### src/rio_pkg.sv
// Shared constants of the remote IO target, referenced by scoped name from every block
package rio_pkg;

   // Frame geometry
   localparam int frame_len       = 128;   // Slots per host frame
   localparam int slot_width      = 7;     // Width of the slot counter
   localparam int idle_check_slot = 120;   // A start pair is accepted above this slot
   localparam int capture_slot    = 11;    // Slot where the command word is latched

   // Command word fields
   localparam int addr_width = 4;
   localparam int data_width = 16;

   // Transmit byte grouping
   localparam int byte_slots       = 4;    // Clocks per transmitted byte
   localparam int marker_group     = 27;   // All ones marker byte
   localparam int readback_group   = 28;   // Readback byte
   localparam int first_data_group = 3;    // First scrambled converter byte
   localparam int last_data_group  = 26;   // Last scrambled converter byte

   // Register addresses, anything else echoes the write data
   localparam logic [addr_width-1:0] addr_sync      = 4'd1;
   localparam logic [addr_width-1:0] addr_spi0      = 4'd2;
   localparam logic [addr_width-1:0] addr_spi1      = 4'd3;
   localparam logic [addr_width-1:0] addr_prn_reset = 4'd4;
   localparam logic [addr_width-1:0] addr_status    = 4'd6;

   // Expected low nibble of the converter bus in byte groups 0 to 2
   localparam logic [3:0] train_pattern_0 = 4'b0000;
   localparam logic [3:0] train_pattern_1 = 4'b1100;
   localparam logic [3:0] train_pattern_2 = 4'b1010;

   // Scrambler
   localparam int                    lfsr_width = 22;
   localparam logic [lfsr_width-1:0] lfsr_seed  = '1;   // Value after restart

   // Converter SPI
   localparam int spi_len = 16;   // Bits per write transfer

endpackage
### src/rio_cmd_if.sv
// Decoded host command and frame slot, driven by the receiver and read by all command consumers
interface rio_cmd_if;

   logic                            wvalid;   // One cycle strobe per decoded command
   logic [rio_pkg::addr_width-1:0]  addr;     // Register address of the last command
   logic [rio_pkg::data_width-1:0]  wdata;    // Write data of the last command
   logic [rio_pkg::slot_width-1:0]  slot;     // Current slot within the frame

   modport source
   (
      output wvalid,
      output addr,
      output wdata,
      output slot
   );

   modport sink
   (
      input wvalid,
      input addr,
      input wdata,
      input slot
   );

endinterface

### src/remote_io_target.sv
// Top level of the remote IO target, connects the link, converter SPI and sync blocks
module remote_io_target
(
   input  logic       clock,
   input  logic       rst,
   input  logic [1:0] rx_pair,
   input  logic [7:0] adc_bus,
   input  logic [1:0] spi_miso,
   output logic [1:0] tx_pair,
   output logic [1:0] spi_sck,
   output logic [1:0] spi_mosi,
   output logic [1:0] spi_cs_n,
   output logic       sync
);

   rio_cmd_if cmd ();

   logic [7:0] prn_word;
   logic [7:0] spi0_rdata;
   logic [7:0] spi1_rdata;

   frame_receiver u_rx
   (
      .clock   (clock),
      .rst     (rst),
      .rx_pair (rx_pair),
      .cmd     (cmd.source)
   );

   frame_transmitter u_tx
   (
      .clock      (clock),
      .rst        (rst),
      .cmd        (cmd.sink),
      .adc_bus    (adc_bus),
      .prn_word   (prn_word),
      .spi0_rdata (spi0_rdata),
      .spi1_rdata (spi1_rdata),
      .tx_pair    (tx_pair)
   );

   prn_scrambler u_prn
   (
      .clock    (clock),
      .rst      (rst),
      .cmd      (cmd.sink),
      .prn_word (prn_word)
   );

   adc_spi_master #(.port_addr(rio_pkg::addr_spi0)) u_spi0
   (
      .clock (clock),
      .rst   (rst),
      .cmd   (cmd.sink),
      .sck   (spi_sck[0]),
      .mosi  (spi_mosi[0]),
      .cs_n  (spi_cs_n[0]),
      .miso  (spi_miso[0]),
      .rdata (spi0_rdata)
   );

   adc_spi_master #(.port_addr(rio_pkg::addr_spi1)) u_spi1
   (
      .clock (clock),
      .rst   (rst),
      .cmd   (cmd.sink),
      .sck   (spi_sck[1]),
      .mosi  (spi_mosi[1]),
      .cs_n  (spi_cs_n[1]),
      .miso  (spi_miso[1]),
      .rdata (spi1_rdata)
   );

   sync_pulse_gen u_sync
   (
      .clock (clock),
      .rst   (rst),
      .cmd   (cmd.sink),
      .sync  (sync)
   );

endmodule

### src/sync_pulse_gen.sv
// Converter sync output, pulses low once per frame at the slot armed by a host command
module sync_pulse_gen
(
   input  logic    clock,
   input  logic    rst,
   rio_cmd_if.sink cmd,
   output logic    sync
);

   logic                            armed;        // Last command was a sync command
   logic [rio_pkg::slot_width-1:0]  target_slot;

   always_ff @(posedge clock)
   begin
      if (cmd.wvalid && (cmd.addr == rio_pkg::addr_sync))
      begin
         target_slot <= cmd.wdata[rio_pkg::slot_width-1:0];
      end
   end

   always_ff @(posedge clock)
   begin
      if (rst)
      begin
         armed <= 1'b0;
         sync  <= 1'b1;
      end
      else
      begin
         if (cmd.wvalid)
         begin
            armed <= (cmd.addr == rio_pkg::addr_sync);   // Any other command disarms
         end
         sync <= !(armed && (cmd.slot == target_slot));
      end
   end

endmodule

### src/adc_spi_master.sv
// SPI master toward one converter, sends a 16-bit write and keeps the last byte seen on miso
module adc_spi_master
#(
   parameter logic [rio_pkg::addr_width-1:0] port_addr = rio_pkg::addr_spi0
)
(
   input  logic       clock,
   input  logic       rst,
   rio_cmd_if.sink    cmd,
   output logic       sck,
   output logic       mosi,
   output logic       cs_n,
   input  logic       miso,
   output logic [7:0] rdata
);

   logic [5:0]                 phase;   // Four phases per bit, zero when idle
   logic [rio_pkg::spi_len-1:0] sro;    // Outgoing word
   logic                       start;

   assign start = cmd.wvalid && (cmd.addr == port_addr);

   always_ff @(posedge clock)
   begin
      if (rst)
      begin
         phase <= '0;
         cs_n  <= 1'b1;
         sck   <= 1'b0;
         sro   <= '0;
         mosi  <= 1'b0;
      end
      else
      begin
         if (start)
         begin
            phase <= 6'd1;
         end
         else if (phase != '0)
         begin
            phase <= phase + 1'b1;   // Wraps to zero after the last bit
         end

         if (start)
         begin
            cs_n <= 1'b0;
         end
         else if (phase == '0)
         begin
            cs_n <= 1'b1;
         end

         sck <= (phase[1:0] == 2'd1) || (phase[1:0] == 2'd2);

         if (start)
         begin
            sro <= cmd.wdata;
         end
         else if (phase[1:0] == 2'd2)
         begin
            sro <= {sro[rio_pkg::spi_len-2:0], 1'b0};
         end

         mosi <= sro[rio_pkg::spi_len-1];
      end
   end

   // Response byte, sampled late in each bit while sck is low
   always_ff @(posedge clock)
   begin
      if (phase[1:0] == 2'd3)
      begin
         rdata <= {rdata[6:0], miso};
      end
   end

endmodule

### src/prn_scrambler.sv
// Scrambling word generator for the return path, restarted by a host command
module prn_scrambler
(
   input  logic       clock,
   input  logic       rst,
   rio_cmd_if.sink    cmd,
   output logic [7:0] prn_word
);

   localparam int lw        = rio_pkg::lfsr_width;
   localparam int div_width = $clog2(rio_pkg::byte_slots);

   logic [lw-1:0]        lfsr;
   logic [div_width-1:0] div_cnt;   // Steps the register once per transmitted byte
   logic                 restart;

   // Eight Fibonacci steps, taps at bits 22 and 21
   function automatic logic [lw-1:0] step8(input logic [lw-1:0] s);
      logic [lw-1:0] r;
      r = s;
      for (int i = 0; i < 8; i++)
      begin
         r = {r[lw-2:0], r[lw-1] ^ r[lw-2]};
      end
      return r;
   endfunction

   assign restart  = cmd.wvalid && (cmd.addr == rio_pkg::addr_prn_reset);
   assign prn_word = lfsr[7:0];

   always_ff @(posedge clock)
   begin
      if (rst || restart)
      begin
         lfsr    <= rio_pkg::lfsr_seed;
         div_cnt <= '0;
      end
      else
      begin
         div_cnt <= div_cnt + 1'b1;
         if (div_cnt == '0)
         begin
            lfsr <= step8(lfsr);
         end
      end
   end

endmodule

### src/frame_transmitter.sv
// Return path serializer, sends scrambled converter bytes, the marker and the readback byte
module frame_transmitter
(
   input  logic       clock,
   input  logic       rst,
   rio_cmd_if.sink    cmd,
   input  logic [7:0] adc_bus,
   input  logic [7:0] prn_word,
   input  logic [7:0] spi0_rdata,
   input  logic [7:0] spi1_rdata,
   output logic [1:0] tx_pair
);

   localparam int sub_bits   = $clog2(rio_pkg::byte_slots);
   localparam int grp_width  = rio_pkg::slot_width - sub_bits;

   logic [grp_width-1:0] grp;         // Byte group of the current slot
   logic                 load;        // First clock of a byte group
   logic [7:0]           adc_q;       // Registered converter bus
   logic [7:0]           tsr;         // Outgoing byte shift register
   logic                 chan_err;    // Training pattern mismatch seen in this frame
   logic [3:0]           train_exp;   // Expected training nibble for this group
   logic [7:0]           rb_next;
   logic [7:0]           rb_byte;     // Readback byte frozen ahead of its group

   assign grp  = cmd.slot[rio_pkg::slot_width-1:sub_bits];
   assign load = (cmd.slot[sub_bits-1:0] == '0);

   always_comb
   begin
      case (grp)
         0:       train_exp = rio_pkg::train_pattern_0;
         1:       train_exp = rio_pkg::train_pattern_1;
         default: train_exp = rio_pkg::train_pattern_2;
      endcase
   end

   always_comb
   begin
      case (cmd.addr)
         rio_pkg::addr_spi0:   rb_next = spi0_rdata;
         rio_pkg::addr_spi1:   rb_next = spi1_rdata;
         rio_pkg::addr_status: rb_next = {7'b0, chan_err};
         default:              rb_next = cmd.wdata[7:0];   // Echo of the write data
      endcase
   end

   always_ff @(posedge clock)
   begin
      adc_q <= adc_bus;
      // Snapshot after the last data byte so the readback stays stable through the marker
      if (load && (grp == rio_pkg::last_data_group))
      begin
         rb_byte <= rb_next;
      end
   end

   always_ff @(posedge clock)
   begin
      if (rst)
      begin
         tsr      <= 8'hFF;
         tx_pair  <= 2'b11;
         chan_err <= 1'b0;
      end
      else
      begin
         if (load)
         begin
            if (grp == rio_pkg::marker_group)
            begin
               tsr <= 8'hFF;
            end
            else if (grp == rio_pkg::readback_group)
            begin
               tsr <= rb_byte;
            end
            else
            begin
               tsr <= adc_q ^ prn_word;
            end
         end
         else
         begin
            tsr <= {tsr[5:0], 2'b11};
         end

         // Group 0 restarts the check, groups 1 and 2 accumulate into it
         if (load && (grp < rio_pkg::first_data_group))
         begin
            chan_err <= ((grp != '0) && chan_err) || (adc_q[3:0] != train_exp);
         end

         tx_pair <= tsr[7:6];   // Byte leaves MSB first
      end
   end

endmodule

### src/frame_receiver.sv
// Host frame receiver, tracks the frame slot and decodes each frame into one command strobe
module frame_receiver
(
   input  logic       clock,
   input  logic       rst,
   input  logic [1:0] rx_pair,
   rio_cmd_if.source  cmd
);

   localparam int word_width = rio_pkg::addr_width + rio_pkg::data_width;

   logic [word_width-1:0] pair_sr;   // Last ten received bit pairs
   logic                  idle_win;  // A new frame may start in this slot

   assign idle_win = (cmd.slot == '0) || (cmd.slot > rio_pkg::idle_check_slot);

   // The shift register runs freely, only the capture slot gives it meaning
   always_ff @(posedge clock)
   begin
      pair_sr <= {pair_sr[word_width-3:0], rx_pair};
   end

   always_ff @(posedge clock)
   begin
      if (rst)
      begin
         cmd.slot   <= '0;
         cmd.wvalid <= 1'b0;
         cmd.addr   <= '0;
         cmd.wdata  <= '0;
      end
      else
      begin
         if (idle_win && !rx_pair[1])
         begin
            cmd.slot <= rio_pkg::slot_width'(1);   // Start pair seen
         end
         else if (cmd.slot == rio_pkg::slot_width'(rio_pkg::frame_len - 1))
         begin
            cmd.slot <= '0;
         end
         else if (cmd.slot != '0)
         begin
            cmd.slot <= cmd.slot + 1'b1;
         end

         // Pairs of slots 1 to 10 sit in the shift register at this edge
         if (cmd.slot == rio_pkg::capture_slot)
         begin
            {cmd.addr, cmd.wdata} <= pair_sr;
         end

         cmd.wvalid <= (cmd.slot == rio_pkg::capture_slot);
      end
   end

endmodule

### config.mk
export PLATFORM = sky130hd
export DESIGN_NAME = remote_io_target
export DESIGN_NICKNAME = d
export VERILOG_FILES = /design/src/rio_pkg.sv /design/src/rio_cmd_if.sv /design/src/remote_io_target.sv /design/src/sync_pulse_gen.sv /design/src/adc_spi_master.sv /design/src/prn_scrambler.sv /design/src/frame_transmitter.sv /design/src/frame_receiver.sv
export SDC_FILE = /design/constraint.sdc
export NUM_CORES = 1
export LEC_CHECK = 0
export BUFFER_PORTS_ARGS = -buffer_cell sky130_fd_sc_hd__buf_2
export CORE_MARGIN = 2
export CORE_UTILIZATION = 57
export DETAILED_ROUTE_END_ITERATION = 10
export PLACE_DENSITY_LB_ADDON = 0.12
export SLEW_MARGIN = 20
export SYNTH_ARGS = -nofsm -noshare
export SYNTH_HDL_FRONTEND = slang
export SYNTH_SLANG_ARGS = --single-unit
### constraint.sdc
create_clock -name clock -period 2.76 [get_ports clock]
set_clock_uncertainty 0.2 [all_clocks]
set_input_delay 0.276 -clock clock [delete_from_list [all_inputs] [get_ports clock]]
set_output_delay 0.276 -clock clock [all_outputs]
set_load 0.1 [all_outputs]
== Yosys cells after proc, flatten, opt, wreduce, memory -nomap -nowiden ==
Index checks and enable logic that the tools add are counted.
Storage, ports and cells
  bits in registers: 174
  input port bits: 14
  output and inout bits: 9
Cells by class
  add/subtract/negate cells: 4
  order comparisons: 2
  eq/ne operators: 19
  mux-type cells: 20
  bitwise logic cells: 10
  reductions and logical operators: 37
Operator list (count)
  $mux 16: 4
  $mux 8: 3
  $pmux 8 s3: 1
  $eq 5x5->1 const B: 3
  $add 6x1->6 const B: 2
  $logic_not 6->1: 2
  $reduce_bool 2->1: 6
  $reduce_bool 6->1: 2
  $mux 1: 11
  $logic_and 1x1->1: 9
  $eq 2x2->1 const B: 4
  $eq 4x2->1 const B: 2
  $eq 4x3->1 const B: 2
  $pmux 4 s2: 1
  $xor 1x1->1: 8
  $xor 8x8->8: 1
  $add 7x1->7 const B: 1
  $eq 7x4->1 const B: 1
  $eq 7x7->1: 1
  $eq 7x7->1 const B: 1
  $gt 7x7->1 const B: 1
  $logic_not 7->1: 1
  $reduce_bool 7->1: 1
  $reduce_or 3->1: 2
  14 further kinds: 22

== Longest topological paths before layout ==
  word-level depth: 4
  mapped depth: 7

== Modules after synthesis ==
Synthesis repeated with hierarchy kept, for this count alone.
Second synthesis, totals
  cells, all modules: 643
  area, all modules: 6989.2 sq um
By module, submodules not included
  frame_receiver: instances 1, cells an instance 151, area an instance 1506.4 sq um, sequential area each 960.9 sq um
  adc_spi_master at u_spi1: instances 1, cells an instance 129, area an instance 1436.4 sq um, sequential area each 740.7 sq um
  adc_spi_master at u_spi0: instances 1, cells an instance 128, area an instance 1382.6 sq um, sequential area each 740.7 sq um
  frame_transmitter: instances 1, cells an instance 116, area an instance 1263.7 sq um, sequential area each 620.6 sq um
  prn_scrambler: instances 1, cells an instance 96, area an instance 1027.2 sq um, sequential area each 480.5 sq um
  sync_pulse_gen: instances 1, cells an instance 23, area an instance 372.9 sq um, sequential area each 250.2 sq um

== Worst setup path after synthesis ==
No wires, ideal clock.
  path type: reg-to-reg
  from: register u_rx.cmd.slot[0]
  to: register u_tx.rb_byte[0] (enable)
  setup time: 383 ps
  data arrival time: 1489 ps
  slack: 688 ps
  stages on the path, launching flop included: 6
  path through: dfxtp_1 inv_1 ha_1 nor2b_1 nand2_1 nor3_1
On the way
  word-level cells in the longest chain between the ends: 2
RTL lines
  start: declaration: RTL line rio_cmd_if.sv:14  | output slot
  start signal: assignment: RTL line frame_receiver.sv:36  | cmd.slot <= rio_pkg::slot_width'(1);
  start signal: assignment: RTL line frame_receiver.sv:44  | cmd.slot <= cmd.slot + 1'b1;
  $logic_not 2->1: RTL line frame_transmitter.sv:27  | assign load = (cmd.slot[sub_bits-1:0] == '0);
  $logic_and 1x1->1: RTL line frame_transmitter.sv:52  | if (load && (grp == rio_pkg::last_data_group))
  end signal: assignment: RTL line frame_transmitter.sv:54  | rb_byte <= rb_next;
  end: declaration: RTL line frame_transmitter.sv:24  | logic [7:0] rb_byte;
Every way passes these cells.
A chain may end at the register's enable or synchronous reset.

== Final worst setup path ==
  from: register u_rx.cmd.addr[1]
  to: register u_tx.rb_byte[3] (data pin)
On the way
  word-level cells in the longest chain between the ends: 2
  elaborated cells between the ends (all ways): 4
  those cells by class: 3 x eq/ne; 1 x mux
RTL lines
  start: declaration: RTL line rio_cmd_if.sv:12  | output addr,
  start signal: assignment: RTL line frame_receiver.sv:50  | {cmd.addr, cmd.wdata} <= pair_sr;
  $eq 4x3->1 / $eq 4x2->1 (equally long branches): RTL line frame_transmitter.sv:40  | case (cmd.addr)
  $pmux 8 s3 (*): RTL line frame_transmitter.sv:40
  net u_tx.rb_next[3]: RTL line frame_transmitter.sv:23  | logic [7:0] rb_next;
The timed path passes the listed nets; every way through them passes the cells marked *.

==> impl_metrics.tcl <==
set metrics [dict create \
    io-pin-count 23 \
    slew_headroom_pct 42.1 \
    area_growth_pct 13.8 \
    power.leakage_nw 2.88 \
    ys_async_sr_fraction_pct 0 \
    die_height_um 112 \
    vias 4450 \
    die-area_sq_um 12600 \
    pre_cts_ws_ps 648 \
    cp-startpoint "u_rx.cmd.addr[1]" \
    synthesis.nets 673 \
    max_stage_delay_ps 660 \
    cp_slowest_cell "nor3_1" \
    stdcell_area_sq_um 7610 \
    initial_utilization_pct 58.6 \
    clockBufferDepth 2 \
    setup_viol 0 \
    num_rows 39 \
    finalHoldViolCount 0 \
    timing.rr.start "u_rx.cmd.addr[1]" \
    total_power_mw 5.74 \
    ys_types 44 \
    synth_top_family_by_area "simple AND/OR/NAND/NOR gates" \
    synth_seq_cells 174 \
    n_antenna_cell 0 \
    tns_ps 0 \
    gr-usage-met1_pct 27.6 \
    seq_area_frac_synth_pct 56.7 \
    port_buffers 22 \
    fp.coreArea_sq_um 11400 \
    status "complete, no violations" \
    htreeDepth 4 \
    r2r_slack_ps 610 \
    muxShareOfSynthArea_pct 8.70 \
    grt_max_degree 34 \
    synth_compound_area_share_pct 9.80 \
    synthSimpleGateAreaFrac_pct 14.4 \
    drive_above_1_share_pct 11.1 \
    fin_util_pct 66.7 \
    fin_ws_ps 611 \
    drt-initial-drc-count 329 \
    hold_path_class "input port to flip-flop" \
    ys_warn_count 0 \
    met3_usage_pct 5.02 \
    grt_use_total_pct 21.6 \
    netlist_instances 650 \
    critPathKind "flip-flop to flip-flop" \
    dieWidth_um 112 \
    drv_slew 0 \
    postCtsSetupRepairBufs 0 \
    ir_worst_vdd_mv 0.733 \
    met2_usage_pct 36.1 \
    fin_crit_sh_pct 77.9 \
    cp-end-kind "flip-flop" \
    fin_crit_ps 2150 \
    crit_chain "nand2b_1, nor3_1, a22oi_1, o21ai_0" \
    via_per_inst 5.39 \
    synth_edf_count 31 \
    clock_latency_ps 420 \
    grt_pass1_vias 4370 \
    synthAdderAreaFrac_pct 1.68 \
    synth-xor-area-share_pct 4.71 \
    dp_cells 781 \
    stdcell_count 825 \
    detail_route.wl_per_cell_um 15.4 \
    rsz0062_at_grt "false" \
    post-route-drc-count 0 \
    syn_area_per_cell_sq_um 10.3 \
    synth_area_sq_um 6690 \
    numCtsBuffers 17 \
    fin_hold_ws_ps 70.5 \
    crit_path_start_kind "flip-flop" \
    tightest_slew_ps 866 \
    cts_tree "yes" \
    endpoint "u_tx.rb_byte[3]" \
    cp.arrival_ps 2210 \
    antenna_found_initial 0 \
    top_usage_layer "met2" \
    reg2reg_to "u_tx.rb_byte[3]" \
    reg2reg_depth 4 \
    drv_cap 0 \
    wl_um 12700 \
    drt_pass1_iterations 4 \
    drtAntennaViolNets 0 \
    overflow 0 \
    gp_congestion 0.811 \
    power_density_nw_per_um2 754 \
    cts-root-buf "clkbuf_16" \
    clkTransAtPathRegs_ps 60 \
    fmax_mhz 465 \
    detailed_place_hpwl_um 8200 \
    synthFlopType "dfxtp_1" \
    cp_max_fo 18 \
    required_ps 2820 \
    nets 692 \
    grt_pass1_wl_um 21400 \
    clock-sinks 174 \
    placed_area_sq_um 6840 \
]
## metal layers
layer,part of all wire (%),vias up,wire length [um]
li1,-,2276,-
met1,46,2092,5830
met2,49,65,6260
met3,3.4,17,431
met4,1.6,0,204
met5,0,-,0
## power breakdown
| group | switching [mW] | internal, mW |
|---|---|---|
| registers | 0.0684 | 2.68 |
| clock network | 0.960 | 1.63 |
| logic | 0.234 | 0.168 |
## logic make-up after synthesis
family,count (synthesis)
flops,174
mux,58
xor+xnor,36
simple gates,208
compound gates,109
buf+inv,56
fa+ha+maj,9
## how the worst min path moves through the flow
stage	end	depth (start not counted)	slack (ps)	startpoint
final	u_spi1.sck	2	70	rst
after global routing	u_spi1.mosi	2	70	rst
after CTS	u_spi1.mosi	2	50	rst
after detailed placement	u_rx.pair_sr[9]	0	140	u_rx.pair_sr[7]
after global placement	u_rx.pair_sr[14]	0	140	u_rx.pair_sr[12]
after floorplan	u_rx.pair_sr[0]	0	100	rx_pair[0]
## sequential cells by signal, indices dropped and copies added, names as in the netlist, 2 cells and up
signal / count
u_prn.div_cnt: 2
u_prn.lfsr: 22
u_rx.cmd.addr: 4
u_rx.cmd.slot: 7
u_rx.cmd.wdata: 16
u_rx.pair_sr: 20
u_spi0.phase: 6
u_spi0.rdata: 8
u_spi0.sro: 16
u_spi1.phase: 6
u_spi1.rdata: 8
u_spi1.sro: 16
u_sync.target_slot: 7
u_tx.adc_q: 8
u_tx.rb_byte: 8
u_tx.tsr: 8
u_tx.tx_pair: 2
## worst max-delay path, delay by kind of cell (launching register included)
family,cells,cell delay [ps]
AOI/OAI and AO/OA,2,290
DFF,1,470
and+or+nand+nor,2,1040
## cells in the mapped netlist (all sizes together), types with 9 or more instances
master	number	area, sq um
mux2i	57	571
clkbuf	24	91.3
nor2	60	225
nand3	10	50.1
buf	21	133
a211oi	30	225
dfxtp	143	2860
o21ai	24	120
edfxtp	31	931
ha	9	113
xnor2	17	149
a21oi	42	210
nand2	82	308
xor2	19	166
nor3b	11	82.6
inv	11	41.3
## layout make-up
cell class                      count  area (sq um)
Fill cell                         905          3810
Sequential cell                   174          3790
Multi-Input combinational cell    420          2640
Clock buffer                       18           439
Timing Repair Buffer               45           313
Clock inverter                     14           211
Tap cell                          143           179
Inverter                           11          41.3
## layout by cell type (no fill, tap or decap), types with 7 or more instances in the layout
| cell type | netlist | final |
|---|---|---|
| buf_2 | 7 | 22 |
| nand2_1 | 82 | 82 |
| xnor2_1 | 17 | 17 |
| ha_1 | 9 | 9 |
| nor3b_1 | 11 | 11 |
| edfxtp_1 | 31 | 31 |
| a22oi_1 | 7 | 7 |
| dfxtp_1 | 143 | 143 |
| xor2_1 | 19 | 19 |
| nor2_1 | 60 | 60 |
| a211oi_1 | 30 | 30 |
| clkbuf_16 | 0 | 17 |
| o21ai_0 | 23 | 23 |
| buf_4 | 6 | 11 |
| dlygate4sd3_1 | 0 | 12 |
| a21oi_1 | 42 | 42 |
| nor2b_1 | 7 | 7 |
| inv_1 | 11 | 11 |
| nand3_1 | 10 | 10 |
| mux2i_1 | 57 | 57 |
| nor3_1 | 8 | 7 |
## timing repair
item                                   CTS  global route
gates resized for setup                  0             0
hold buffers                            12             0
endpoints found under the hold margin   12             0
(Power assumes the default switching activity.)
